[src/design/rv_settings.svh]
`ifndef RV_SETTINGS_SVH
`define RV_SETTINGS_SVH

// pc value after reset
`define RV_RESET_PC 32'h8000_0000

// word organized data memory geometry
`define RV_DMEM_WORDS 256
`define RV_DMEM_AW 8

// architectural integer registers
`define RV_NUM_REGS 32

`endif
[src/design/regfile.sv]
`timescale 1ns/1ps
`default_nettype none

`include "rv_settings.svh"

module regfile (
	input  logic        clk,
	input  logic        rst_n,
	input  logic [4:0]  rs1,
	input  logic [4:0]  rs2,
	input  logic [4:0]  rd,
	input  logic        we,
	input  logic [31:0] wdata,
	output logic [31:0] src1,
	output logic [31:0] src2
);

	logic [31:0] regs [1:`RV_NUM_REGS-1]; // x0 not stored

	always_ff @(posedge clk) begin
		if (!rst_n) begin
			for (int k = 1; k < `RV_NUM_REGS; k++) begin
				regs[k] <= '0;
			end
		end else if (we && rd != 5'd0) begin
			regs[rd] <= wdata;
		end
	end

	assign src1 = (rs1 == 5'd0) ? 32'b0 : regs[rs1];
	assign src2 = (rs2 == 5'd0) ? 32'b0 : regs[rs2];

endmodule

`default_nettype wire

[config.mk]
export PLATFORM = sky130hd
export DESIGN_NAME = regfile
export DESIGN_NICKNAME = d
export VERILOG_FILES = /design/src/design/regfile.sv
export VERILOG_INCLUDE_DIRS = /design/src /design/src/design
export SDC_FILE = /design/constraint.sdc
export NUM_CORES = 2
export LEC_CHECK = 0
export CORE_ASPECT_RATIO = 1.75
export CORE_MARGIN = 3
export CORE_UTILIZATION = 60
export DETAILED_ROUTE_END_ITERATION = 7
export DONT_BUFFER_PORTS = 1
export GPL_TIMING_DRIVEN = 0
export PLACE_DENSITY = 0.73
export SLEW_MARGIN = 20
export SYNTH_ARGS = -nofsm -noshare
export SYNTH_HDL_FRONTEND = slang
export SYNTH_SLANG_ARGS = --single-unit
[constraint.sdc]
create_clock -name clk -period 5.2 [get_ports clk]
set_input_delay 1.04 -clock clk [delete_from_list [all_inputs] [get_ports clk]]
set_output_delay 1.04 -clock clk [all_outputs]
set_load 0.03 [all_outputs]
==> metrics.txt <==
status finished, violations left; failing checks setup timing; leakage power ~21 nW; Slew @ Worst Pin about 1.4 ns; startpoint types input pin; syn_area_per_cell 15.47 µm²; PD cells between 300 and 400 nW/µm²; Final Util 68.87%; Hold Path Class in2reg; initial antenna violation count 13; max reg flops approximately 1000; Seq cells post-synth roughly 1000; ratio of cells with drive above 1 in the final layout approximately a quarter; Layout area overhead 13.61%; vias in the first global route 37990; fin worst setup slack -0.09452 ns; Worst slew margin under 10%; synthesized instance count between 3000 and 4000; full die area 94140 µm²; htree depth 3; Yosys top cell area share approximately 57%; Most flops, register regs; worst-case clock buffer depth 3; register area share after synthesis 56.72%; most frequent cells in the layout edfxtp_1 (1024), and2_1 (995), mux4_2 (472), clkbuf_1 (264), mux2i_1 (149); f_max between 150 and 200 MHz; Port Buffers 0; async set-reset flop share out of synthesis 0%; # rows approximately 150; max cap viols 0; fin cells 4957; commonest non-fill, non-tap cell in the layout edfxtp_1; Tcrit/Tclk final 101.8%; RSZ-0062 raised after global routing false; grt ovf 0; Peak VDD IR approximately 0.35 mV; YS warnings 0; Hold WS roughly 0.41 ns; detailed-route via count around 37000; Final GP Congestion 1.025; total wire length approximately 210 mm; Netlist cell types 43; Die Height slightly above 400 µm; initial DRC count between 6000 and 7000; clock-pin slew on the worst setup and hold paths 0.07 ns; Arr. time, crit path around 4.3 ns; Mapped Area ~54000 µm²; total negative slack -0.3409 ns; CTS sink cnt roughly 1000; Top Registers regs (1024); Placed Cells ~4800; DRT Pass-1 Iters 6; average vias per placed instance between 7 and 8; ANT nets after route 0; largest area contributor in the netlist edfxtp_1; min-delay src wdata[16]; Die X around 230 µm; min Tclk post-route around 5.3 ns; Root Buffer clkbuf_16; GRT Util Overall between 40% and 50%; CP Launch Point rs2[0]; Slew Viols, Final 0; TritonCTS buffer count around 90; largest net degree at the start of global routing 18; top_reg_cell synth edfxtp_1; Setup crit end kind output port; IO Pins 114; endpoints failing hold 0; Post-synth EDFFs ~1000; DRC 0; Critical Path RT ~4.2 ns; Setup CP Type in2out; first-pass GRT wire length just under 300 mm; core area 89440 µm²; CP max FO 10; final net count around 3700; initial core utilization about three fifths; routed length per instance 43.00 µm; CTS tree yes; Setup violations, final 6; ranking of synthesized cells by area edfxtp_1 (57%), mux4_2 (20%), and2_1 (11%); sum of net half-perimeters after detailed placement 156.8 mm
-- metrics by stage --
step	worst slack (ns)	area, µm²	total power, mW
detailed placement	-0.9368	58030	12.65
floorplan	0.6848	54330	11.47
global route	0.01063	61570	20.24
global placement	-2.688	55800	12.41
CTS	0.002806	61360	19.70
finish	-0.09452	61600	19.92
-- final timing paths --
path               endpoint  depth (start not counted)
max                src2[29]                          9
min   regs[0][16]$_DFFE_PP_                          0
-- cells in the mapped netlist, types with 2 or more instances --
cell,n
o22ai_1,103
a221oi_1,4
edfxtp_1,1024
nand2_1,8
o21ai_0,35
nor4b_1,2
a2111oi_1,41
a2111oi_0,14
a21oi_1,12
a22o_1,51
a22oi_1,16
mux2i_1,150
buf_4,38
nand4b_1,2
mux4_2,472
nor2b_1,14
or3_1,3
buf_2,35
a32o_1,4
a221o_1,2
nor2_1,36
mux2_2,30
and2_1,995
nor3_1,54
inv_1,2
nor4_1,5
buf_1,13
and3_1,3
a211oi_1,7
buf_6,22
or3b_2,3
nand3b_1,5
nand2b_1,5
nand3_1,5
or2_1,2
clkbuf_1,281
-- timing repair --
item / 4_1_cts / 5_1_grt
setup endpoints to repair: 50 / 46
hold buffers: 0 / 0
setup buffers: 3 / 0
gates resized for setup: 53 / 36
pin swaps: 2 / 0
-- critical path, cell delays in order --
cell       delay (ns)
clkbuf_1         0.23
buf_6            0.30
buf_4            0.43
buf_6            0.32
buf_4            0.42
mux2i_1          0.23
o22ai_1          0.10
a2111oi_2        0.82
nor3_2           0.29
-- layer usage --
layer | vias to the layer above | GRT usage [%] | share of wire [%]
met5 | - | 0 | 0.023
met4 | 8 | 37.51 | 11
met3 | 1114 | 13.95 | 13
met2 | 3568 | 70.93 | 47
met1 | 18770 | 53.00 | 29
li1 | 14000 | - | -
-- where the power goes --
part | total [mW] | switching, mW | internal, mW
combinational | 2.86 | 1.75 | 1.11
clock | 7.27 | 3.29 | 3.98
sequential | 9.79 | 0.259 | 9.53
-- cell type report --
cell class	count	area, µm²
flip-flops and latches	1024	30750
fillers	6017	27850
multi-input cells	2121	22650
clock buffers	110	2412
plain buffers	386	1858
repair buffers	68	1754
well taps	1176	1471
clock inverters	61	670.6
diodes	9	22.52
inverters	2	7.507
-- cell families after synthesis --
kind of cell	share of synthesized area, %
AOI/OAI and AO/OA	3.940
buffers and inverters	3.356
DFF	56.72
muxes	23.00
other	0.006917
and+or+nand+nor	12.98
Power figures use the tool's default switching activity.
