==> src/design/rv_settings.svh <==
`ifndef RV_SETTINGS_SVH
`define RV_SETTINGS_SVH

// pc value after reset
`define RV_RESET_PC 32'h8000_0000

// word organized data memory geometry
`define RV_DMEM_WORDS 256
`define RV_DMEM_AW 8

// architectural integer registers
`define RV_NUM_REGS 32

`endif
==> src/design/rv_pkg.sv <==
`default_nettype none

package rv_pkg;

	localparam logic [6:0] OP_LUI    = 7'b0110111;
	localparam logic [6:0] OP_AUIPC  = 7'b0010111;
	localparam logic [6:0] OP_JAL    = 7'b1101111;
	localparam logic [6:0] OP_JALR   = 7'b1100111;
	localparam logic [6:0] OP_BRANCH = 7'b1100011;
	localparam logic [6:0] OP_LOAD   = 7'b0000011;
	localparam logic [6:0] OP_STORE  = 7'b0100011;
	localparam logic [6:0] OP_IMM    = 7'b0010011;
	localparam logic [6:0] OP_REG    = 7'b0110011;
	localparam logic [6:0] OP_SYSTEM = 7'b1110011;

	localparam logic [11:0] CSR_MSTATUS = 12'h300;
	localparam logic [11:0] CSR_MTVEC   = 12'h305;
	localparam logic [11:0] CSR_MEPC    = 12'h341;
	localparam logic [11:0] CSR_MCAUSE  = 12'h342;

	typedef struct packed {
		logic [6:0] funct7;
		logic [4:0] rs2;
		logic [4:0] rs1;
		logic [2:0] funct3;
		logic [4:0] rd;
		logic [6:0] opcode;
	} r_fmt_t;

	typedef struct packed {
		logic [11:0] imm_11_0;
		logic [4:0]  rs1;
		logic [2:0]  funct3;
		logic [4:0]  rd;
		logic [6:0]  opcode;
	} i_fmt_t;

	typedef struct packed {
		logic [6:0] imm_11_5;
		logic [4:0] rs2;
		logic [4:0] rs1;
		logic [2:0] funct3;
		logic [4:0] imm_4_0;
		logic [6:0] opcode;
	} s_fmt_t;

	typedef struct packed {
		logic       imm_12;
		logic [5:0] imm_10_5;
		logic [4:0] rs2;
		logic [4:0] rs1;
		logic [2:0] funct3;
		logic [3:0] imm_4_1;
		logic       imm_11;
		logic [6:0] opcode;
	} b_fmt_t;

	typedef struct packed {
		logic [19:0] imm_31_12;
		logic [4:0]  rd;
		logic [6:0]  opcode;
	} u_fmt_t;

	typedef struct packed {
		logic       imm_20;
		logic [9:0] imm_10_1;
		logic       imm_11;
		logic [7:0] imm_19_12;
		logic [4:0] rd;
		logic [6:0] opcode;
	} j_fmt_t;

	typedef union packed {
		r_fmt_t r;
		i_fmt_t i;
		s_fmt_t s;
		b_fmt_t b;
		u_fmt_t u;
		j_fmt_t j;
	} inst_t;

endpackage

`default_nettype wire

==> src/design/idu.sv <==
`timescale 1ns/1ps
`default_nettype none

module idu (
	input  rv_pkg::inst_t inst,
	output logic [6:0]    opcode,
	output logic [2:0]    funct3,
	output logic [6:0]    funct7,
	output logic [4:0]    rs1,
	output logic [4:0]    rs2,
	output logic [4:0]    rd,
	output logic [31:0]   imm
);

	import rv_pkg::*;

	assign opcode = inst.r.opcode;
	assign funct3 = inst.r.funct3;
	assign funct7 = inst.r.funct7;
	assign rs1    = inst.r.rs1;
	assign rs2    = inst.r.rs2;

	always_comb begin
		rd  = inst.r.rd;
		imm = '0;
		case (opcode)
			OP_LUI, OP_AUIPC: begin
				imm = {inst.u.imm_31_12, 12'b0};
			end
			OP_JAL: begin
				imm = {{11{inst.j.imm_20}}, inst.j.imm_20, inst.j.imm_19_12,
				       inst.j.imm_11, inst.j.imm_10_1, 1'b0};
			end
			OP_JALR, OP_LOAD, OP_IMM: begin
				imm = {{20{inst.i.imm_11_0[11]}}, inst.i.imm_11_0};
			end
			OP_STORE: begin
				rd  = '0; // no destination
				imm = {{20{inst.s.imm_11_5[6]}}, inst.s.imm_11_5, inst.s.imm_4_0};
			end
			OP_BRANCH: begin
				rd  = '0;
				imm = {{19{inst.b.imm_12}}, inst.b.imm_12, inst.b.imm_11,
				       inst.b.imm_10_5, inst.b.imm_4_1, 1'b0};
			end
			OP_SYSTEM: begin
				imm = {20'b0, inst.i.imm_11_0}; // raw csr number
			end
			default: begin
				imm = '0;
			end
		endcase
	end

endmodule

`default_nettype wire

==> config.mk <==
export PLATFORM = sky130hd
export DESIGN_NAME = idu
export DESIGN_NICKNAME = d
export VERILOG_FILES = /design/src/design/rv_settings.svh /design/src/design/rv_pkg.sv /design/src/design/idu.sv
export SDC_FILE = /design/constraint.sdc
export NUM_CORES = 1
export LEC_CHECK = 0
export BUFFER_PORTS_ARGS = -buffer_cell sky130_fd_sc_hd__clkbuf_2
export CORE_UTILIZATION = 23
export DETAILED_ROUTE_END_ITERATION = 16
export GPL_ROUTABILITY_DRIVEN = 0
export PLACE_DENSITY = 0.6
export REMOVE_ABC_BUFFERS = 1
export SETUP_SLACK_MARGIN = 0.3
export SYNTH_ARGS = -nofsm -noshare
export SYNTH_HDL_FRONTEND = slang
export SYNTH_SLANG_ARGS = --single-unit
==> constraint.sdc <==
create_clock -name vclk -period 2.4
set_clock_uncertainty 0.05 [all_clocks]
set_input_delay 0.24 -clock vclk [all_inputs]
set_output_delay 0.24 -clock vclk [all_outputs]
set_load 0.005 [all_outputs]
==> results.cfg, run 1 <==
[die]
pin_count = 96
die_h_um = 57.6
die_w_um = 57.6
start_util_pct = 24.9
die-area_um2 = 3320
core_area_um2 = 2850
rows = 19

[route]
route.detailed.drc = 6
drtPass1Iterations = 10
drt_iter0_drc = 24
viasPerCell = 4.54
wire_per_inst_um = 11.5
wl_um = 2210
drtAntennaViolNets = 0
dr_total_vias = 876

[setup_path]
required_ns = 2.11
crit_start = inst[3]
cp_max_fo = 11
end_kind = output pin
crit_cells = 6
cp.arrival_ns = 1.51
crit_type = in2out
crit_slowest_cell = a21boi_2
cp-start-kind = primary input
worst-path-buf-inv = 2
cp_cell_sequence = clkbuf_2 -> and4bb_4 -> nand3b_4 -> a21boi_2 -> a21o_1 -> clkbuf_2
critPathMaxStageDelay_ns = 0.42
crit_top_cell = clkbuf_2
crit_family = compound AO/OA/AOI/OAI gates
crit_path_end = imm[28]

[hold_path]
hold_class = in2out
min_from = inst[13]

[cells_and_area]
syn2layout_area_growth_pct = 41.5
n_antenna_cell = 0
drive_above_1_share_pct = 63.6
seq_cells = 0
fin_cells = 193
n_clock_buffer = 0
final_nets = 196
area.sequential_um2 = 0

[timing]
min_period_over_period_pct = 75.0
finalHoldViolCount = 0
period_minus_slack_ns = 1.80
tns_ns = 0
rsz0062_at_grt = no
max_freq_mhz = 556
maxSlewHeadroom_pct = 67.5
slew_viol_final = 0
worst_pin_slew_ns = 0.484
finalSetupViolCount = 0

[global_route]
grt_pass1_vias = 733
grt_pass1_wl_um = 3370
antenna_found_initial = 0
gr-usage-all-layers_pct = 12.3
overflow = 0
grt_max_degree = 14

[place]
dp_hpwl_um = 1910
port_buffers = 96
dp.cells = 193

[logic_synthesis]
ys_seq_area_share_pct = 0
synthCells = 96
synth.distinct_cells = 27
ys_warn_count = 0
avgSynthCellArea_um2 = 7.40
syn_area_um2 = 711

[power_and_ir_drop]
powerDensity_nw_per_um2 = 117
leakagePower_uw = 0.000787
seq_power_share_pct = 0
internal-power_uw = 61.1
clkPwrFrac_pct = 0
swShare_pct = 48.1
share_comb_of_total_power_pct = 100.0
switchingPower_uw = 56.5
vdd_drop_max_uv = 47.7

[clock_network]
ctsHoldBuffers = 0
post_cts_buffers = 0
cts_resized = 0

[run_status]
status = complete, but fails checks
failed_checks = DRC

[run]
drv_cap = 0
layout make-up:
| cell class | count | area [µm²] |
|---|---|---|
| Timing Repair Buffer | 96 | 480 |
| Multi-Input combinational cell | 65 | 483 |
| Fill cell | 323 | 1850 |
| Inverter | 1 | 3.75 |
| Tap cell | 31 | 38.8 |
per-stage QoR:
stage / instance area [µm²] / worst slack (ns) / utilization (%) / hold WS, ns / total power (µW)
floorplan: 487 / 0.951 / - / 0.430 / 32.2
global placement: 1010 / 0.616 / 35.3 / 0.623 / 119
detailed placement: 1010 / 0.598 / 35.3 / 0.619 / 119
CTS: 1010 / 0.583 / 35.3 / 0.620 / 119
global route: 1010 / 0.452 / 35.3 / 0.631 / 130
finish: 1010 / 0.600 / 35.3 / 0.620 / 118
placed cells by master (no fill, tap or decap):
cell type / count
clkbuf_2: 96
a21o_1: 20
nor2b_1: 6
and2_1: 6
nand2_1: 5
and3_1: 4
a22o_1: 4
nand3_1: 3
nor2_1: 2
o21ai_0: 2
inv_1: 1
and4bb_4: 1
nor2_4: 1
nor2b_2: 1
nand4b_1: 1
a32o_1: 1
o21ai_1: 1
nand3b_4: 1
a21boi_4: 1
mux2i_1: 1
a21bo_2: 1
o311ai_0: 1
a21boi_2: 1
o21a_1: 1
metal layers:
layer  part of all wire (%)  global-route usage, %  vias to the layer above
li1                       -                      -                      450
met1                     43                   16.3                      372
met2                     48                   22.8                       54
met3                    9.4                   1.13                        0
met4                      0                      0                        0
met5                      0                      0                        -
cell usage after synthesis, drive strengths merged:
cell type,instances,area [µm²]
buf,29,219
a21o,20,150
nor2b,7,46.3
and2,6,37.5
nand2,5,18.8
a22o,4,35.0
and3,4,25.0
nand3,3,15.0
nor2,3,18.8
o21ai,3,15.0
a21boi,2,30.0
a21bo,1,10.0
a32o,1,10.0
and4bb,1,16.3
clkbuf,1,5.00
inv,1,3.75
mux2i,1,10.0
nand3b,1,20.0
nand4b,1,8.76
o21a,1,7.51
o311ai,1,8.76
worst min path at each step:
stage / endpoint / slack (ns) / cells after the start
after floorplan: funct3[0] / 0.43 / 0
after global placement: funct3[1] / 0.62 / 2
after detailed placement: funct3[1] / 0.62 / 2
after CTS: funct3[1] / 0.62 / 2
after global routing: opcode[2] / 0.63 / 2
final: funct3[1] / 0.62 / 2
power by group through the flow:
stage | sequential [µW] | combinational [µW] | clock, µW
final | 0 | 118 | 0
after global routing | 0 | 130 | 0
after CTS | 0 | 119 | 0
after detailed placement | 0 | 119 | 0
after global placement | 0 | 119 | 0
after floorplan | 0 | 32.2 | 0
kinds of logic (layout without fill, tap and decap cells):
group / Yosys count / after routing / synth area share (%)
AO/OA/AOI/OAI: 33 / 33 / 37.5
AND/OR/NAND/NOR: 31 / 31 / 29.1
buffers and inverters: 31 / 97 / 32.0
multiplexers: 1 / 1 / 1.41
(Power assumes the default switching activity.)
==> run 2, diff against run 1 <==
Settings changed: PLACE_DENSITY 0.6 to 0.62.
Clock period 2.4 ns to 1.6 ns, I/O delays scaled along.
==> results.cfg, run 2 (same netlist as run 1, synthesis figures left out) <==
[die]
pin_count = 96
die_h_um = 57.6
core_area_um2 = 2850
die-area_um2 = 3320
start_util_pct = 24.9
die_w_um = 57.6
rows = 19

[hold_path]
hold_class = in2out
min_path_cells = 2
min_from = inst[2]
min_to = opcode[2]

[power_and_ir_drop]
power.total_uw = 203
powerDensity_nw_per_um2 = 175
seq_power_share_pct = 0
internal-power_uw = 111
switchingPower_uw = 91.5
leakagePower_uw = 0.000846
vdd_drop_max_uv = 69.2
swShare_pct = 45.1
share_comb_of_total_power_pct = 100.0
clkPwrFrac_pct = 0

[global_route]
gr-usage-all-layers_pct = 12.4
grt_pass1_wl_um = 3420
grt_pass1_vias = 752
overflow = 0
grt_max_degree = 13
antenna_found_initial = 0

[setup_path]
end_kind = output pin
crit_family = simple AND/OR/NAND/NOR gates
crit_slowest_cell = and4bb_4
critPathMaxStageDelay_ns = 0.37
cp_max_fo = 11
required_ns = 1.39
worst-path-buf-inv = 3
cp_cell_sequence = buf_6 -> and4bb_4 -> nand3b_4 -> a21boi_2 -> buf_12 -> a21o_1 -> clkbuf_2
crit_type = in2out
cp.arrival_ns = 1.26
cp-start-kind = primary input

[timing]
worst_pin_slew_ns = 0.235
finalHoldViolCount = 0
finalSetupViolCount = 0
maxSlewHeadroom_pct = 84.2
rsz0062_at_grt = yes
max_freq_mhz = 682
period_minus_slack_ns = 1.47
whs_ns = 0.439
tns_ns = 0
slew_viol_final = 0
min_period_over_period_pct = 91.6

[route]
wire_per_inst_um = 11.4
drtAntennaViolNets = 0
dr_total_vias = 921
route.detailed.drc = 6
drt_iter0_drc = 14
drtPass1Iterations = 9
viasPerCell = 4.63
wl_um = 2280

[cells_and_area]
n_antenna_cell = 0
final_common_cell = clkbuf_2
n_clock_buffer = 0
syn2layout_area_growth_pct = 62.9
drive_above_1_share_pct = 69.0
final_cell_mix = 86 x clkbuf_2, 20 x a21o_1, 6 x and2_1, 5 x nor2b_1, 5 x buf_6
final_nets = 202
area.sequential_um2 = 0
final_cell_area_um2 = 1160
seq_cells = 0
utilization_pct = 40.6

[place]
dpl-instance-area_um2 = 1040
port_buffers = 96
dp_hpwl_um = 1900

[run]
drv_cap = 0

[run_status]
status = complete, but fails checks
failed_checks = DRC

[clock_network]
ctsHoldBuffers = 0
==> run 2: cell types whose count changed in the layout (fill, tap and decap cells not counted), sizes merged <==
cell | previous run | this run
buf | 0 | 12
nor2 | 3 | 4
clkbuf | 96 | 89
==> run 2: repair_timing <==
item | in CTS | in global routing
setup buffers | 1 | 1
gates resized for setup | 9 | 20
gates cloned | 1 | 0
pin swaps | 8 | 6
endpoints found under the setup margin | 37 | 37
==> run 2: through the flow <==
stage,worst slack (ns),instances
2_1_floorplan,0.311,66
3_3_place_gp,0.0669,196
3_5_place_dp,0.103,196
4_1_cts,0.130,198
5_1_grt,0.0837,199
6_report,0.134,199
==> run 2: area by class of cell <==
cell class | instances | area [µm²]
fillers | 302 | 1700
inverters | 1 | 3.75
multi-input cells | 66 | 536
well taps | 31 | 38.8
repair buffers | 101 | 579
==> run 2: how the worst max path moves through the flow <==
stage	cells past startpoint	slack, ns	endpoint	startpoint
2_1_floorplan	4	0.31	imm[20]	inst[2]
3_3_place_gp	5	0.07	imm[11]	inst[2]
3_5_place_dp	5	0.10	imm[11]	inst[2]
4_1_cts	7	0.13	imm[28]	inst[3]
5_1_grt	7	0.08	imm[20]	inst[3]
6_report	7	0.13	imm[28]	inst[3]
==> run 2: power groups by stage <==
stage                     sequential [µW]  clock, µW  combinational [µW]
after floorplan                         0          0                48.3
after global placement                  0          0                 182
after detailed placement                0          0                 182
after CTS                               0          0                 192
after global routing                    0          0                 221
final                                   0          0                 203
==> run 2: per-layer routing <==
| layer | track usage [%] | part of all wire [%] |
|---|---|---|
| met2 | 25.1 | 52 |
| met1 | 14.8 | 40 |
| met5 | 0 | 0 |
| met3 | 0.907 | 8.4 |
| met4 | 0 | 0 |
==> run 3, diff against run 2 <==
Settings changed: PLACE_DENSITY 0.62 to 0.6.
Clock period 1.6 ns to 1.4 ns, I/O delays scaled along.
==> results.cfg, run 3 (same netlist as run 1, synthesis figures left out) <==
[timing]
slew_viol_final = 0
finalHoldViolCount = 0
worst_pin_slew_ns = 0.234
rsz0062_at_grt = yes
maxSlewHeadroom_pct = 84.3
max_freq_mhz = 706
setup_slack_ns = -0.0157
min_period_over_period_pct = 101
finalSetupViolCount = 12
period_minus_slack_ns = 1.42

[place]
dp_hpwl_um = 1980
port_buffers = 96
dpl-instance-area_um2 = 1080
dp.cells = 203

[power_and_ir_drop]
leakagePower_uw = 0.000889
vdd_drop_max_uv = 88.0
powerDensity_nw_per_um2 = 200

[cells_and_area]
fin_cells = 206
drive_above_1_share_pct = 70.9
area.sequential_um2 = 0
utilization_pct = 42.1
final_cell_mix = 80 x clkbuf_2, 20 x a21o_1, 11 x buf_4, 9 x buf_6, 8 x buf_2
seq_cells = 0
final_cell_area_um2 = 1200
n_clock_buffer = 0
final_common_cell = clkbuf_2
final_nets = 209
n_antenna_cell = 0
syn2layout_area_growth_pct = 69.2

[setup_path]
worst-path-buf-inv = 3
crit_slowest_cell = and4bb_4
cp.arrival_ns = 1.23
cp-start-kind = primary input
cp_cell_sequence = buf_8 -> and4bb_4 -> o21ai_1 -> o21ai_1 -> buf_4 -> and2_4 -> buf_6
crit_start = inst[3]
critPathMaxStageDelay_ns = 0.37
crit_path_end = imm[10]
crit_family = simple AND/OR/NAND/NOR gates
required_ns = 1.21
end_kind = output pin
crit_cells = 7
crit_top_cell = o21ai_1
cp_max_fo = 6
crit_type = in2out

[die]
start_util_pct = 24.9
rows = 19
core_area_um2 = 2850
die-area_um2 = 3320
die_h_um = 57.6
die_w_um = 57.6
pin_count = 96

[route]
dr_total_vias = 926
drtPass1Iterations = 10
drtAntennaViolNets = 0
wl_um = 2400
drt_iter0_drc = 33
route.detailed.drc = 5
wire_per_inst_um = 11.7
viasPerCell = 4.50

[run_status]
status = complete, but fails checks
failed_checks = DRC, setup timing

[run]
drv_cap = 0

[global_route]
antenna_found_initial = 0
grt_pass1_vias = 747
grt_pass1_wl_um = 3370
gr-usage-all-layers_pct = 12.3
grt_max_degree = 13
overflow = 0

[hold_path]
min_from = inst[2]
hold_class = in2out

[clock_network]
ctsHoldBuffers = 0
## run 3: changes by cell type in the layout (fill, tap and decap cells not counted), moves of 2 or more
| cell | before | now |
|---|---|---|
| clkbuf_8 | 2 | 0 |
| buf_4 | 3 | 11 |
| clkbuf_2 | 86 | 80 |
| buf_2 | 3 | 8 |
| o21ai_1 | 1 | 3 |
| and2_1 | 6 | 2 |
| and2_4 | 0 | 4 |
| buf_6 | 5 | 9 |
## run 3: worst min path at each step
stage / cells after the start / to
4_1_cts: 2 / funct3[1]
5_1_grt: 2 / opcode[2]
2_1_floorplan: 0 / funct3[0]
3_5_place_dp: 2 / funct3[1]
6_report: 2 / opcode[2]
3_3_place_gp: 2 / funct3[1]
## run 3: final cells by class
class	count	area [µm²]
inverters	1	3.75
fillers	307	1650
well taps	31	38.8
repair buffers	109	639
multi-input cells	65	520
## run 3: repair_timing
item,CTS,global route
endpoints found under the setup margin,37,37
setup buffers,1,2
resized for setup,2,39
pin swaps,3,12
## run 3: stage by stage
step / TNS (ns) / setup WS (ns) / total power, µW / hold slack, ns
finish: -0.104 / -0.0157 / 240 / 0.403
global route: -1.68 / -0.0727 / 261 / 0.410
floorplan: 0 / 0.151 / 55.2 / 0.230
global placement: -0.397 / -0.0301 / 216 / 0.421
CTS: -0.379 / -0.0327 / 218 / 0.422
detailed placement: -0.330 / -0.0277 / 216 / 0.421
## run 3: power by group
| group | leakage, µW | switching [µW] | internal (µW) | total [µW] |
|---|---|---|---|---|
| Combinational | 0.000889 | 106 | 134 | 240 |
| Clock | 0 | 0 | 0 | 0 |
| Sequential | 0 | 0 | 0 | 0 |
| Total | 0.000889 | 106 | 134 | 240 |
## run 3: metal layers
| layer | wire (µm) | up-vias | track usage [%] |
|---|---|---|---|
| met4 | 0 | 0 | 0 |
| met3 | 196 | 0 | 0.454 |
| met1 | 948 | 401 | 15.9 |
| li1 | - | 473 | - |
| met2 | 1260 | 52 | 23.6 |
| met5 | 0 | - | 0 |
