==> config.mk <==
export PLATFORM = sky130hd
export DESIGN_NAME = csr_file
export DESIGN_NICKNAME = d
export VERILOG_FILES = /design/src/design/rv_settings.svh /design/src/design/rv_pkg.sv /design/src/design/csr_file.sv
export SDC_FILE = /design/constraint.sdc
export NUM_CORES = 1
export LEC_CHECK = 0
export ABC_AREA = 1
export ABC_CLOCK_PERIOD_IN_PS = 1700
export BUFFER_PORTS_ARGS = -buffer_cell sky130_fd_sc_hd__buf_2
export CAP_MARGIN = 20
export CORE_MARGIN = 4
export CORE_UTILIZATION = 40
export DETAILED_ROUTE_END_ITERATION = 16
export REMOVE_ABC_BUFFERS = 1
export SYNTH_ARGS = -nofsm -noshare
export SYNTH_HDL_FRONTEND = slang
export SYNTH_SLANG_ARGS = --single-unit
==> constraint.sdc <==
create_clock -name clk -period 1.7 [get_ports clk]
set_clock_uncertainty 0.2 [all_clocks]
set_input_delay 0.085 -clock clk [delete_from_list [all_inputs] [get_ports clk]]
set_output_delay 0.085 -clock clk [all_outputs]
set_load 0.03 [all_outputs]
==> src/design/rv_settings.svh <==
`ifndef RV_SETTINGS_SVH
`define RV_SETTINGS_SVH

// pc value after reset
`define RV_RESET_PC 32'h8000_0000

// word organized data memory geometry
`define RV_DMEM_WORDS 256
`define RV_DMEM_AW 8

// architectural integer registers
`define RV_NUM_REGS 32

`endif
==> src/design/rv_pkg.sv <==
`default_nettype none

package rv_pkg;

	localparam logic [6:0] OP_LUI    = 7'b0110111;
	localparam logic [6:0] OP_AUIPC  = 7'b0010111;
	localparam logic [6:0] OP_JAL    = 7'b1101111;
	localparam logic [6:0] OP_JALR   = 7'b1100111;
	localparam logic [6:0] OP_BRANCH = 7'b1100011;
	localparam logic [6:0] OP_LOAD   = 7'b0000011;
	localparam logic [6:0] OP_STORE  = 7'b0100011;
	localparam logic [6:0] OP_IMM    = 7'b0010011;
	localparam logic [6:0] OP_REG    = 7'b0110011;
	localparam logic [6:0] OP_SYSTEM = 7'b1110011;

	localparam logic [11:0] CSR_MSTATUS = 12'h300;
	localparam logic [11:0] CSR_MTVEC   = 12'h305;
	localparam logic [11:0] CSR_MEPC    = 12'h341;
	localparam logic [11:0] CSR_MCAUSE  = 12'h342;

	typedef struct packed {
		logic [6:0] funct7;
		logic [4:0] rs2;
		logic [4:0] rs1;
		logic [2:0] funct3;
		logic [4:0] rd;
		logic [6:0] opcode;
	} r_fmt_t;

	typedef struct packed {
		logic [11:0] imm_11_0;
		logic [4:0]  rs1;
		logic [2:0]  funct3;
		logic [4:0]  rd;
		logic [6:0]  opcode;
	} i_fmt_t;

	typedef struct packed {
		logic [6:0] imm_11_5;
		logic [4:0] rs2;
		logic [4:0] rs1;
		logic [2:0] funct3;
		logic [4:0] imm_4_0;
		logic [6:0] opcode;
	} s_fmt_t;

	typedef struct packed {
		logic       imm_12;
		logic [5:0] imm_10_5;
		logic [4:0] rs2;
		logic [4:0] rs1;
		logic [2:0] funct3;
		logic [3:0] imm_4_1;
		logic       imm_11;
		logic [6:0] opcode;
	} b_fmt_t;

	typedef struct packed {
		logic [19:0] imm_31_12;
		logic [4:0]  rd;
		logic [6:0]  opcode;
	} u_fmt_t;

	typedef struct packed {
		logic       imm_20;
		logic [9:0] imm_10_1;
		logic       imm_11;
		logic [7:0] imm_19_12;
		logic [4:0] rd;
		logic [6:0] opcode;
	} j_fmt_t;

	typedef union packed {
		r_fmt_t r;
		i_fmt_t i;
		s_fmt_t s;
		b_fmt_t b;
		u_fmt_t u;
		j_fmt_t j;
	} inst_t;

endpackage

`default_nettype wire

==> src/design/csr_file.sv <==
`timescale 1ns/1ps
`default_nettype none

module csr_file (
	input  logic        clk,
	input  logic        rst_n,
	input  logic [11:0] addr,
	input  logic        we,
	input  logic [31:0] wdata,
	output logic [31:0] rdata
);

	import rv_pkg::*;

	logic [31:0] mstatus;
	logic [31:0] mtvec;
	logic [31:0] mepc;
	logic [31:0] mcause;

	always_ff @(posedge clk) begin
		if (!rst_n) begin
			mstatus <= '0;
			mtvec   <= '0;
			mepc    <= '0;
			mcause  <= '0;
		end else if (we) begin
			case (addr)
				CSR_MSTATUS: mstatus <= wdata;
				CSR_MTVEC:   mtvec   <= wdata;
				CSR_MEPC:    mepc    <= wdata;
				CSR_MCAUSE:  mcause  <= wdata;
				default: ; // unimplemented writes dropped
			endcase
		end
	end

	always_comb begin
		case (addr)
			CSR_MSTATUS: rdata = mstatus;
			CSR_MTVEC:   rdata = mtvec;
			CSR_MEPC:    rdata = mepc;
			CSR_MCAUSE:  rdata = mcause;
			default:     rdata = '0;
		endcase
	end

endmodule

`default_nettype wire

==> results.rst, run 1 <==
.. list-table::
   :header-rows: 1

   * - Metric
     - Value
   * - Netlist area before placement
     - 0.007317 mm^2
   * - Worst slew margin relative to its limit
     - 74.60%
   * - Maximum Capacitance Violations
     - 0
   * - Number of placed I/O pins
     - 79
   * - Average via count per standard cell
     - 4.883
   * - Register bit count reported by yosys
     - 128
   * - Pwr per Cell Area
     - 765.8 mW/mm^2
   * - Peak Freq
     - 613.9 MHz
   * - Final antenna diode count
     - 0
   * - Wire length of the first global-routing pass
     - 35.70 mm
   * - Average wire length per cell after detail routing
     - 14.98 um
   * - Proportion of total power due to net switching
     - 24.26%
   * - Met2 routing resource usage after global routing
     - 35.73%
   * - Number of global-route vias before repair
     - 6,915
   * - Pin count of the biggest net entering global routing
     - 69
   * - Number of buffers created by CTS
     - 17
   * - Worst Setup Slack post-DPL
     - -0.06267 ns
   * - Total number of H-tree levels
     - 4
   * - Synth Area per Inst
     - 6.012 um^2
   * - Hold path start
     - addr[7]
   * - Kind of start point of the critical path
     - input port
   * - Clock Tree Buf Depth
     - 2
   * - Sum of negative setup slack
     - 0 ns
   * - Total track usage
     - 21.75%
   * - GR Overflow Total
     - 0
   * - Final antenna-violating net count
     - 0
   * - Number of remaining DRC errors
     - 0
   * - Power share of the sequential group
     - 41.0%
   * - Sort of element at the end of the critical path
     - output pin
   * - Classification of the worst setup path
     - in2out
   * - Total clock sinks
     - 128
   * - Area growth syn-to-layout
     - 30.51%
   * - Die extent in y
     - 143.3 um
   * - Required time at the worst-slack endpoint
     - 1.41 ns
   * - Number of design-rule violations left by the first detailed-router iteration
     - 648
   * - Source of the worst register-to-register timing path
     - mstatus[11]
   * - Fraction of power consumed by combinational cells
     - 7.1%
   * - Met1 GRT Util
     - 29.38%
   * - Die Width
     - 143.3 um
   * - Arrival time of data at the critical path endpoint
     - 1.34 ns
   * - WL final
     - 23.31 mm
   * - Final number of hold-violating endpoints
     - 0
   * - Placer Congestion
     - 0.7616
   * - Clock transition time at the flip-flop clock pins of the worst setup and hold paths
     - 0.06 ns
   * - Number of buffers inserted by port buffering
     - 78
   * - Final period demand of the worst path
     - 1.629 ns
   * - Share of the clock period used by the worst path
     - 95.81%
   * - Static leakage
     - 4.523 nW
   * - Filler Cell Count
     - 1,834
   * - Number of rows in the core area
     - 49
   * - Final net count
     - 1,361
   * - Layout cells sized above 1
     - 14.24%
   * - Synth area leaders
     - dfxtp_1 35%, inv_1 15%, nand4_1 14%
   * - Count of final setup violators
     - 0
   * - Fraction of post-synthesis cell area in the top cell type by area
     - 35.02%
   * - Fraction of the yosys area taken by sequential cells
     - 35.02%
   * - Number of distinct standard cells referenced by the synthesized netlist
     - 15
   * - Total number of vias
     - 7,598
   * - Internal power component
     - 5.539 mW
   * - Synthesized netlist cell count
     - 1,217
   * - GR Layer Usage met3
     - 3.885%
   * - Critical path startpoint
     - addr[11]
   * - Status
     - complete, no violations
   * - Pre-Repair DR Iteration Count
     - 5
   * - Synthesis warning total
     - 0
   * - Worst-path maximum fanout
     - 14
   * - CTS tree
     - yes
   * - Antenna violations before repair
     - 0
   * - Grt peak-use layer
     - met2
   * - Effective utilization at floorplan
     - 40.73%
   * - Buffer type at the clock tree root
     - clkbuf_16
   * - Core area
     - 0.01796 mm^2
   * - Peak ir drop on the vdd network
     - 0.6141 mV
   * - Total half-perimeter wirelength after legalization and detailed placement
     - 13.24 mm
   * - Die area
     - 0.02052 mm^2
   * - Library cell occupying the most area in the post-synthesis netlist
     - dfxtp_1
   * - Final-report max-slew violation count
     - 0
   * - Power spent charging and discharging nets
     - 1.774 mW
   * - Clock insertion delay at the later pin of the skew report
     - 0.43 ns
   * - Setup ws final
     - 0.07115 ns
   * - Worst min-delay path category
     - in2reg
   * - Worst-margin pin slew
     - 0.3810 ns
   * - Fraction of power consumed by the clock network
     - 51.9%
[Yosys cell counts (all sizes together)]
cell    count
nand4     160
nor2      141
inv       297
nand3     132
nand2     265
clkbuf     25
dfxtp     128
buf        69
[worst paths after layout]
kind / to / slack (ns) / cells after the start
setup / recovery: rdata[16] / 0.07 / 10
hold / removal: mepc[18] / 0.06 / 7
setup reg to reg: mstatus[11] / 0.86 / 4
hold reg to reg: mstatus[12] / 0.31 / 4
[metrics by stage]
stage / hold WS [ns] / total power, mW / instances / util [%] / cell area, um^2
2_1_floorplan: 0.006329 / 3.225 / 1123 / - / 6878
3_3_place_gp: 0.1860 / 3.503 / 1477 / 46.14 / 8288
3_5_place_dp: 0.1876 / 3.502 / 1477 / 46.14 / 8288
4_1_cts: 0.1044 / 7.345 / 1543 / 51.43 / 9239
5_1_grt: 0.1158 / 7.546 / 1556 / 53.16 / 9549
6_report: 0.06335 / 7.313 / 1556 / 53.16 / 9549
[cell type report]
class	count	area, um^2	share of cell area (%)
flip-flops and latches	128	2562	26.83
repair buffers	172	1715	17.96
clock inverters	14	165.2	1.730
inverters	297	1117	11.70
clock buffers	18	439.2	4.599
multi-input cells	698	3263	34.17
well taps	229	286.5	3.001
[registers in the layout, indices dropped and copies added, names as in the netlist]
register / flops
mtvec: 32
mepc: 32
mstatus: 32
mcause: 32
[logic make-up after synthesis]
family        share of synthesized area [%]
buf+inv                               21.24
flops                                 35.02
simple gates                          43.74
[power groups by stage]
stage	logic [mW]	clock network (mW)	registers, mW
finish	0.518	3.79	3.00
global placement	0.436	0	3.07
floorplan	0.158	0	3.07
global route	0.567	3.98	3.00
detailed placement	0.436	0	3.07
CTS	0.496	3.85	3.00
[layer usage]
layer | wire, um | up-vias | share of wire [%]
met1 | 10750 | 3379 | 46
met3 | 1423 | 26 | 6.1
met5 | 0 | - | 0
met4 | 300 | 0 | 1.3
li1 | - | 3949 | -
met2 | 10830 | 244 | 46
[placed cells by master (no fill, tap or decap), drive strengths merged]
cell / count
inv: 298
nand2: 265
nand4: 160
nor2: 141
nand3: 132
buf: 131
dfxtp: 128
dlygate4sd3: 34
clkbuf: 25
clkinvlp: 5
clkinv: 5
bufinv: 3
[worst max-delay path, cell delays in order]
cell and delay (ns):
buf_2 0.10, nor2_2 0.10, nand2_2 0.11, nor2_4 0.17, buf_12 0.15, buf_12 0.11
clkbuf_16 0.17, nand3_1 0.07, nand4_1 0.10, buf_4 0.16
[timing repair]
action                                  in CTS  in global routing
hold buffers                                34                  0
setup buffers                                0                  6
endpoints found under the hold margin      128                  0
gates cloned                                 0                  7
pin swaps                                    0                  5
endpoints found under the setup margin      13                 32
resized for setup                            2                 23
No activity file was read; power rests on OpenSTA's default activity.
==> run 2, diff against run 1 <==
- CTS_CLUSTER_DIAMETER: not set -> 100
- PLACE_DENSITY: not set -> 0.59
==> results.rst, run 2 (synthesized netlist as in run 1, its figures left out) <==
.. list-table::
   :header-rows: 1

   * - Metric
     - Value
   * - Status
     - complete, no violations
   * - Post-DP Area
     - 0.008190 mm^2
   * - WL final
     - 21.51 mm
   * - Placer Congestion
     - 0.7892
   * - Die extent in y
     - 143.3 um
   * - Final Core Density
     - 52.20%
   * - Worst-path maximum fanout
     - 31
   * - Sequence of cells on the critical path
     - buf_2, nor2_1, nand2_1, nor2_4, buf_12, buf_12, nand3_1, nand4_1, buf_4
   * - Clock Tree Buf Depth
     - 2
   * - Number of global-route vias before repair
     - 6,875
   * - Total half-perimeter wirelength after legalization and detailed placement
     - 12.76 mm
   * - Power share of the sequential group
     - 39.1%
   * - Worst Setup Slack post-DPL
     - -0.02468 ns
   * - Final net count
     - 1,353
   * - Most frequent cells in the layout
     - 293 x inv_1, 264 x nand2_1, 160 x nand4_1, 134 x nor2_1
   * - Worst setup slack for register-to-register paths
     - 0.83 ns
   * - Hold path endpoint
     - mcause[17]
   * - Hold path start
     - addr[4]
   * - Final number of hold-violating endpoints
     - 0
   * - Cell count after placement
     - 1,474
   * - Area growth syn-to-layout
     - 28.16%
   * - Total number of H-tree levels
     - 4
   * - Pwr per Cell Area
     - 818.1 mW/mm^2
   * - Pre-Repair DR Iteration Count
     - 4
   * - Total number of vias
     - 7,375
   * - Clock transition time at the flip-flop clock pins of the worst setup and hold paths
     - 0.06 ns
   * - Layout cells sized above 1
     - 13.42%
   * - Fraction of power consumed by combinational cells
     - 6.5%
   * - M1 WL
     - 10.67 mm
   * - Worst path buffer plus inverter count
     - 4
   * - GR Overflow Total
     - 0
   * - Core area
     - 0.01796 mm^2
   * - Non-Filler Instances
     - 1,548
   * - Final antenna-violating net count
     - 0
   * - Sum of negative setup slack
     - 0 ns
   * - Arrival time of data at the critical path endpoint
     - 1.35 ns
   * - Maximum Capacitance Violations
     - 0
   * - Fraction of power consumed by the clock network
     - 54.4%
   * - Number of rows in the core area
     - 49
   * - Kind of start point of the critical path
     - input port
   * - Share of the clock period used by the worst path
     - 96.29%
   * - Source of the worst register-to-register timing path
     - mtvec[12]
   * - Proportion of total power due to net switching
     - 22.51%
   * - Slowest cell delay on critical path
     - 0.20 ns
   * - Hold Path Stages
     - 7
   * - Total clock sinks
     - 128
   * - Sort of element at the end of the critical path
     - output pin
   * - Worst slew margin relative to its limit
     - 68.27%
   * - Number of design-rule violations left by the first detailed-router iteration
     - 504
   * - CTS tree
     - yes
   * - Total track usage
     - 21.68%
   * - Die Width
     - 143.3 um
   * - Number of cell instances on the worst register-to-register path
     - 4
   * - Final period demand of the worst path
     - 1.637 ns
   * - RR Endpoint
     - mtvec[12]
   * - Leading cell type in the layout, fill and taps excluded
     - inv_1
   * - Static leakage
     - 4.476 nW
   * - Antenna violations before repair
     - 0
   * - Number of buffers created by CTS
     - 17
   * - Met2 WL
     - 9.620 mm
   * - Peak Freq
     - 610.9 MHz
   * - Metal3 WL
     - 966 um
   * - Slowest-stage cell, CP
     - buf_4
   * - Peak ir drop on the vdd network
     - 0.7379 mV
   * - Pin count of the biggest net entering global routing
     - 85
   * - Count of final setup violators
     - 0
   * - Final-report max-slew violation count
     - 0
   * - Setup ws final
     - 0.06313 ns
   * - Buffer type at the clock tree root
     - clkbuf_16
   * - Average via count per standard cell
     - 4.764
   * - Average wire length per cell after detail routing
     - 13.90 um
   * - Top Metal Used
     - met4
   * - Wire length of the first global-routing pass
     - 35.74 mm
   * - Delay-heaviest family, CP
     - simple AND/OR/NAND/NOR gates
   * - Die area
     - 0.02052 mm^2
   * - Number of placed I/O pins
     - 79
   * - Worst-margin pin slew
     - 0.4760 ns
   * - Number of remaining DRC errors
     - 0
   * - Number of buffers inserted by port buffering
     - 78
   * - Critical Path Most Common Cell
     - buf_12
   * - Final antenna diode count
     - 0
   * - Cell area after layout
     - 0.009378 mm^2
   * - Power spent charging and discharging nets
     - 1.727 mW
   * - Clock insertion delay at the later pin of the skew report
     - 0.41 ns
   * - Internal power component
     - 5.945 mW
   * - Classification of the worst setup path
     - in2out
   * - Required time at the worst-slack endpoint
     - 1.41 ns
   * - Effective utilization at floorplan
     - 40.73%
   * - Worst min-delay path category
     - in2reg
[run 2: cell count changes in the layout (fill, tap and decap cells not counted), sizes merged]
cell      previous run  this run
clkinvlp             5         3
bufbuf               0         2
bufinv               3         6
inv                298       297
buf                131       123
clkbuf              25        23
[run 2: worst max path at each step]
stage                  start         end  cells past startpoint
floorplan            addr[5]  mstatus[0]                      7
global placement     addr[3]   rdata[13]                      8
detailed placement  addr[11]  mstatus[9]                     10
CTS                  addr[3]   rdata[16]                      8
global route         addr[5]   rdata[29]                      9
finish               addr[5]   rdata[31]                      9
[run 2: metal layers]
metal / global-route usage (%) / vias up
li1: - / 3929
met1: 30.29 / 3252
met2: 34.99 / 177
met3: 3.349 / 17
met4: 5.847 / 0
met5: 0 / -
[run 2: power by group through the flow]
| stage | logic (mW) | clock network, mW | registers, mW |
|---|---|---|---|
| after floorplan | 0.158 | 0 | 3.07 |
| after global placement | 0.426 | 0 | 3.07 |
| after detailed placement | 0.425 | 0 | 3.07 |
| after CTS | 0.495 | 4.24 | 3.00 |
| after global routing | 0.550 | 4.36 | 3.00 |
| final | 0.499 | 4.17 | 3.00 |
[run 2: worst min-delay path, stage by stage]
cell and delay (ns):
buf_2 0.07, nor2_1 0.04, nand2_1 0.14, inv_2 0.13, nand4_1 0.11, nand2_1 0.05
nor2_1 0.07
[run 2: final cells by class]
class / instances / area, um^2
multi-input cells: 698 / 3256
well taps: 229 / 286.5
fillers: 1837 / 8586
inverters: 297 / 1115
clock buffers: 18 / 429.2
clock inverters: 14 / 239.0
flip-flops and latches: 128 / 2562
repair buffers: 164 / 1490
[run 2: what timing repair did]
action	CTS	global route
hold buffers	34	0
endpoints found under the setup margin	6	30
cloned	2	1
pin swaps	3	2
resized for setup	7	7
endpoints found under the hold margin	128	0
setup buffers	2	3
[run 2: metrics by stage]
step	power, mW	hold slack [ns]
global route	7.910	0.1685
CTS	7.734	0.1062
finish	7.672	0.1120
global placement	3.492	0.2547
floorplan	3.225	0.006329
detailed placement	3.492	0.2644
==> run 3, diff against run 2 <==
- PLACE_DENSITY: 0.59 -> not set
- SETUP_SLACK_MARGIN: not set -> 0.3
==> results.rst, run 3 (synthesized netlist as in run 1, its figures left out) <==
.. list-table::
   :header-rows: 1

   * - Metric
     - Value
   * - Kind of start point of the critical path
     - input port
   * - Final-report max-slew violation count
     - 0
   * - Power share of the sequential group
     - 40.4%
   * - Proportion of total power due to net switching
     - 24.78%
   * - Total half-perimeter wirelength after legalization and detailed placement
     - 13.24 mm
   * - Clock insertion delay at the later pin of the skew report
     - 0.43 ns
   * - Sum of negative setup slack
     - 0 ns
   * - Worst-path maximum fanout
     - 20
   * - Pre-Repair DR Iteration Count
     - 5
   * - Number of remaining DRC errors
     - 0
   * - Final period demand of the worst path
     - 1.552 ns
   * - Critical path startpoint
     - addr[4]
   * - GR Overflow Total
     - 0
   * - Placer Congestion
     - 0.7616
   * - Total track usage
     - 25.62%
   * - Total number of H-tree levels
     - 4
   * - Arrival time of data at the critical path endpoint
     - 1.27 ns
   * - Die extent in y
     - 143.3 um
   * - Final net count
     - 1,405
   * - Source of the worst register-to-register timing path
     - mepc[25]
   * - Effective utilization at floorplan
     - 40.73%
   * - Number of buffers created by CTS
     - 17
   * - Antenna violations before repair
     - 0
   * - Average via count per standard cell
     - 5.096
   * - Clock transition time at the flip-flop clock pins of the worst setup and hold paths
     - 0.06 ns
   * - Most frequent cells in the layout
     - 279 x inv_1, 232 x nand2_1, 160 x nand4_1, 122 x nor2_1, 119 x dfxtp_1
   * - Count of final setup violators
     - 0
   * - Maximum Capacitance Violations
     - 0
   * - Required time at the worst-slack endpoint
     - 1.41 ns
   * - Number of buffers inserted by port buffering
     - 78
   * - Internal power component
     - 5.587 mW
   * - Core area
     - 0.01796 mm^2
   * - Number of cell instances on the worst register-to-register path
     - 4
   * - Sort of element at the end of the critical path
     - output pin
   * - RR Endpoint
     - mepc[25]
   * - Fraction of power consumed by the clock network
     - 51.5%
   * - Leading cell type in the layout, fill and taps excluded
     - inv_1
   * - Worst-margin pin slew
     - 0.4328 ns
   * - Number of global-route vias before repair
     - 7,646
   * - Power, Total
     - 7.428 mW
   * - Number of rows in the core area
     - 49
   * - Hold Path Stages
     - 4
   * - Total number of vias
     - 8,154
   * - Number of design-rule violations left by the first detailed-router iteration
     - 698
   * - Final number of hold-violating endpoints
     - 0
   * - Status
     - complete, no violations
   * - Peak Freq
     - 644.1 MHz
   * - Power spent charging and discharging nets
     - 1.841 mW
   * - Hold path endpoint
     - mcause[28]
   * - Classification of the worst setup path
     - in2out
   * - CTS tree
     - yes
   * - Area growth syn-to-layout
     - 50.75%
   * - Clock Tree Buf Depth
     - 2
   * - Fraction of power consumed by combinational cells
     - 8.1%
   * - Die area
     - 0.02052 mm^2
   * - Wire length of the first global-routing pass
     - 41.03 mm
   * - Worst min-delay path category
     - in2reg
   * - Peak ir drop on the vdd network
     - 0.6197 mV
   * - Filler Cell Count
     - 1,620
   * - Pin count of the biggest net entering global routing
     - 69
   * - Share of the clock period used by the worst path
     - 91.32%
   * - Average wire length per cell after detail routing
     - 16.81 um
   * - Total clock sinks
     - 128
   * - Pwr per Cell Area
     - 673.4 mW/mm^2
   * - Hold path start
     - we
   * - Number of placed I/O pins
     - 79
   * - RSZ-0062 raised after global routing
     - true
   * - Worst setup slack for register-to-register paths
     - 0.78 ns
   * - Worst slew margin relative to its limit
     - 71.15%
   * - Layout cells sized above 1
     - 25.16%
   * - Final antenna diode count
     - 0
   * - Die Width
     - 143.3 um
   * - Buffer type at the clock tree root
     - clkbuf_16
   * - Static leakage
     - 4.989 nW
   * - WL final
     - 26.90 mm
   * - Final antenna-violating net count
     - 0
[run 3: changes by cell type in the layout (fill, tap and decap cells not counted), sizes merged]
| cell | previous run | this run |
|---|---|---|
| inv | 297 | 298 |
| bufinv | 6 | 3 |
| dlygate4sd3 | 34 | 33 |
| clkinvlp | 3 | 5 |
| buf | 123 | 176 |
[run 3: how the worst max path moves through the flow]
stage,endpoint,cells after the start,slack [ns]
floorplan,mstatus[0],7,-3.04
global placement,rdata[17],8,-0.04
detailed placement,rdata[17],8,-0.06
CTS,rdata[3],10,0.13
global route,rdata[2],9,0.08
finish,rdata[7],9,0.15
[run 3: per-layer routing]
metal / GRT usage [%] / up-vias / routed length [um]
li1: - / 4043 / -
met1: 33.97 / 3733 / 11660
met2: 41.89 / 308 / 12480
met3: 4.320 / 70 / 1820
met4: 9.713 / 0 / 935
met5: 0 / - / 0
[run 3: final cells by class]
cell class | count | area, um^2 | share of cell area, %
clock buffer | 18 | 439.2 | 3.981
clock inverter | 14 | 165.2 | 1.497
inverter | 297 | 1120 | 10.15
multi-input combinational | 698 | 3711 | 33.64
sequential | 128 | 2574 | 23.33
tap | 229 | 286.5 | 2.598
timing repair buffer | 216 | 2735 | 24.80
[run 3: metrics by stage]
step / cells / utilization [%] / hold slack (ns) / cell area (um^2) / setup slack [ns]
after floorplan: 1123 / - / 0.006329 / 6878 / -3.045
after global placement: 1477 / 46.14 / 0.1860 / 8288 / -0.04333
after detailed placement: 1477 / 46.14 / 0.1876 / 8288 / -0.06267
after CTS: 1585 / 58.55 / -0.02856 / 10520 / 0.1313
after global routing: 1600 / 61.41 / 0.01916 / 11030 / 0.08010
final: 1600 / 61.41 / 0.006415 / 11030 / 0.1475
[run 3: worst max-delay path: stages]
cell	delay, ns
buf_6	0.10
nor2_4	0.11
nand2_2	0.08
nor2_4	0.12
buf_12	0.15
buf_12	0.17
nand3_1	0.09
nand4_1	0.18
buf_6	0.16
[run 3: timing repair]
action	4_1_cts	5_1_grt
buffers inserted	26	10
gates cloned	17	5
hold endpoints to repair	128	0
hold buffers	33	0
setup endpoints to repair	32	96
gates resized for setup	149	96
pin swaps	33	60
[run 3: power groups by stage]
stage / logic, mW / clock network, mW / registers [mW]
after floorplan: 0.158 / 0 / 3.07
after global placement: 0.436 / 0 / 3.07
after detailed placement: 0.436 / 0 / 3.07
after CTS: 0.571 / 3.85 / 3.00
after global routing: 0.649 / 3.99 / 3.00
final: 0.603 / 3.82 / 3.00
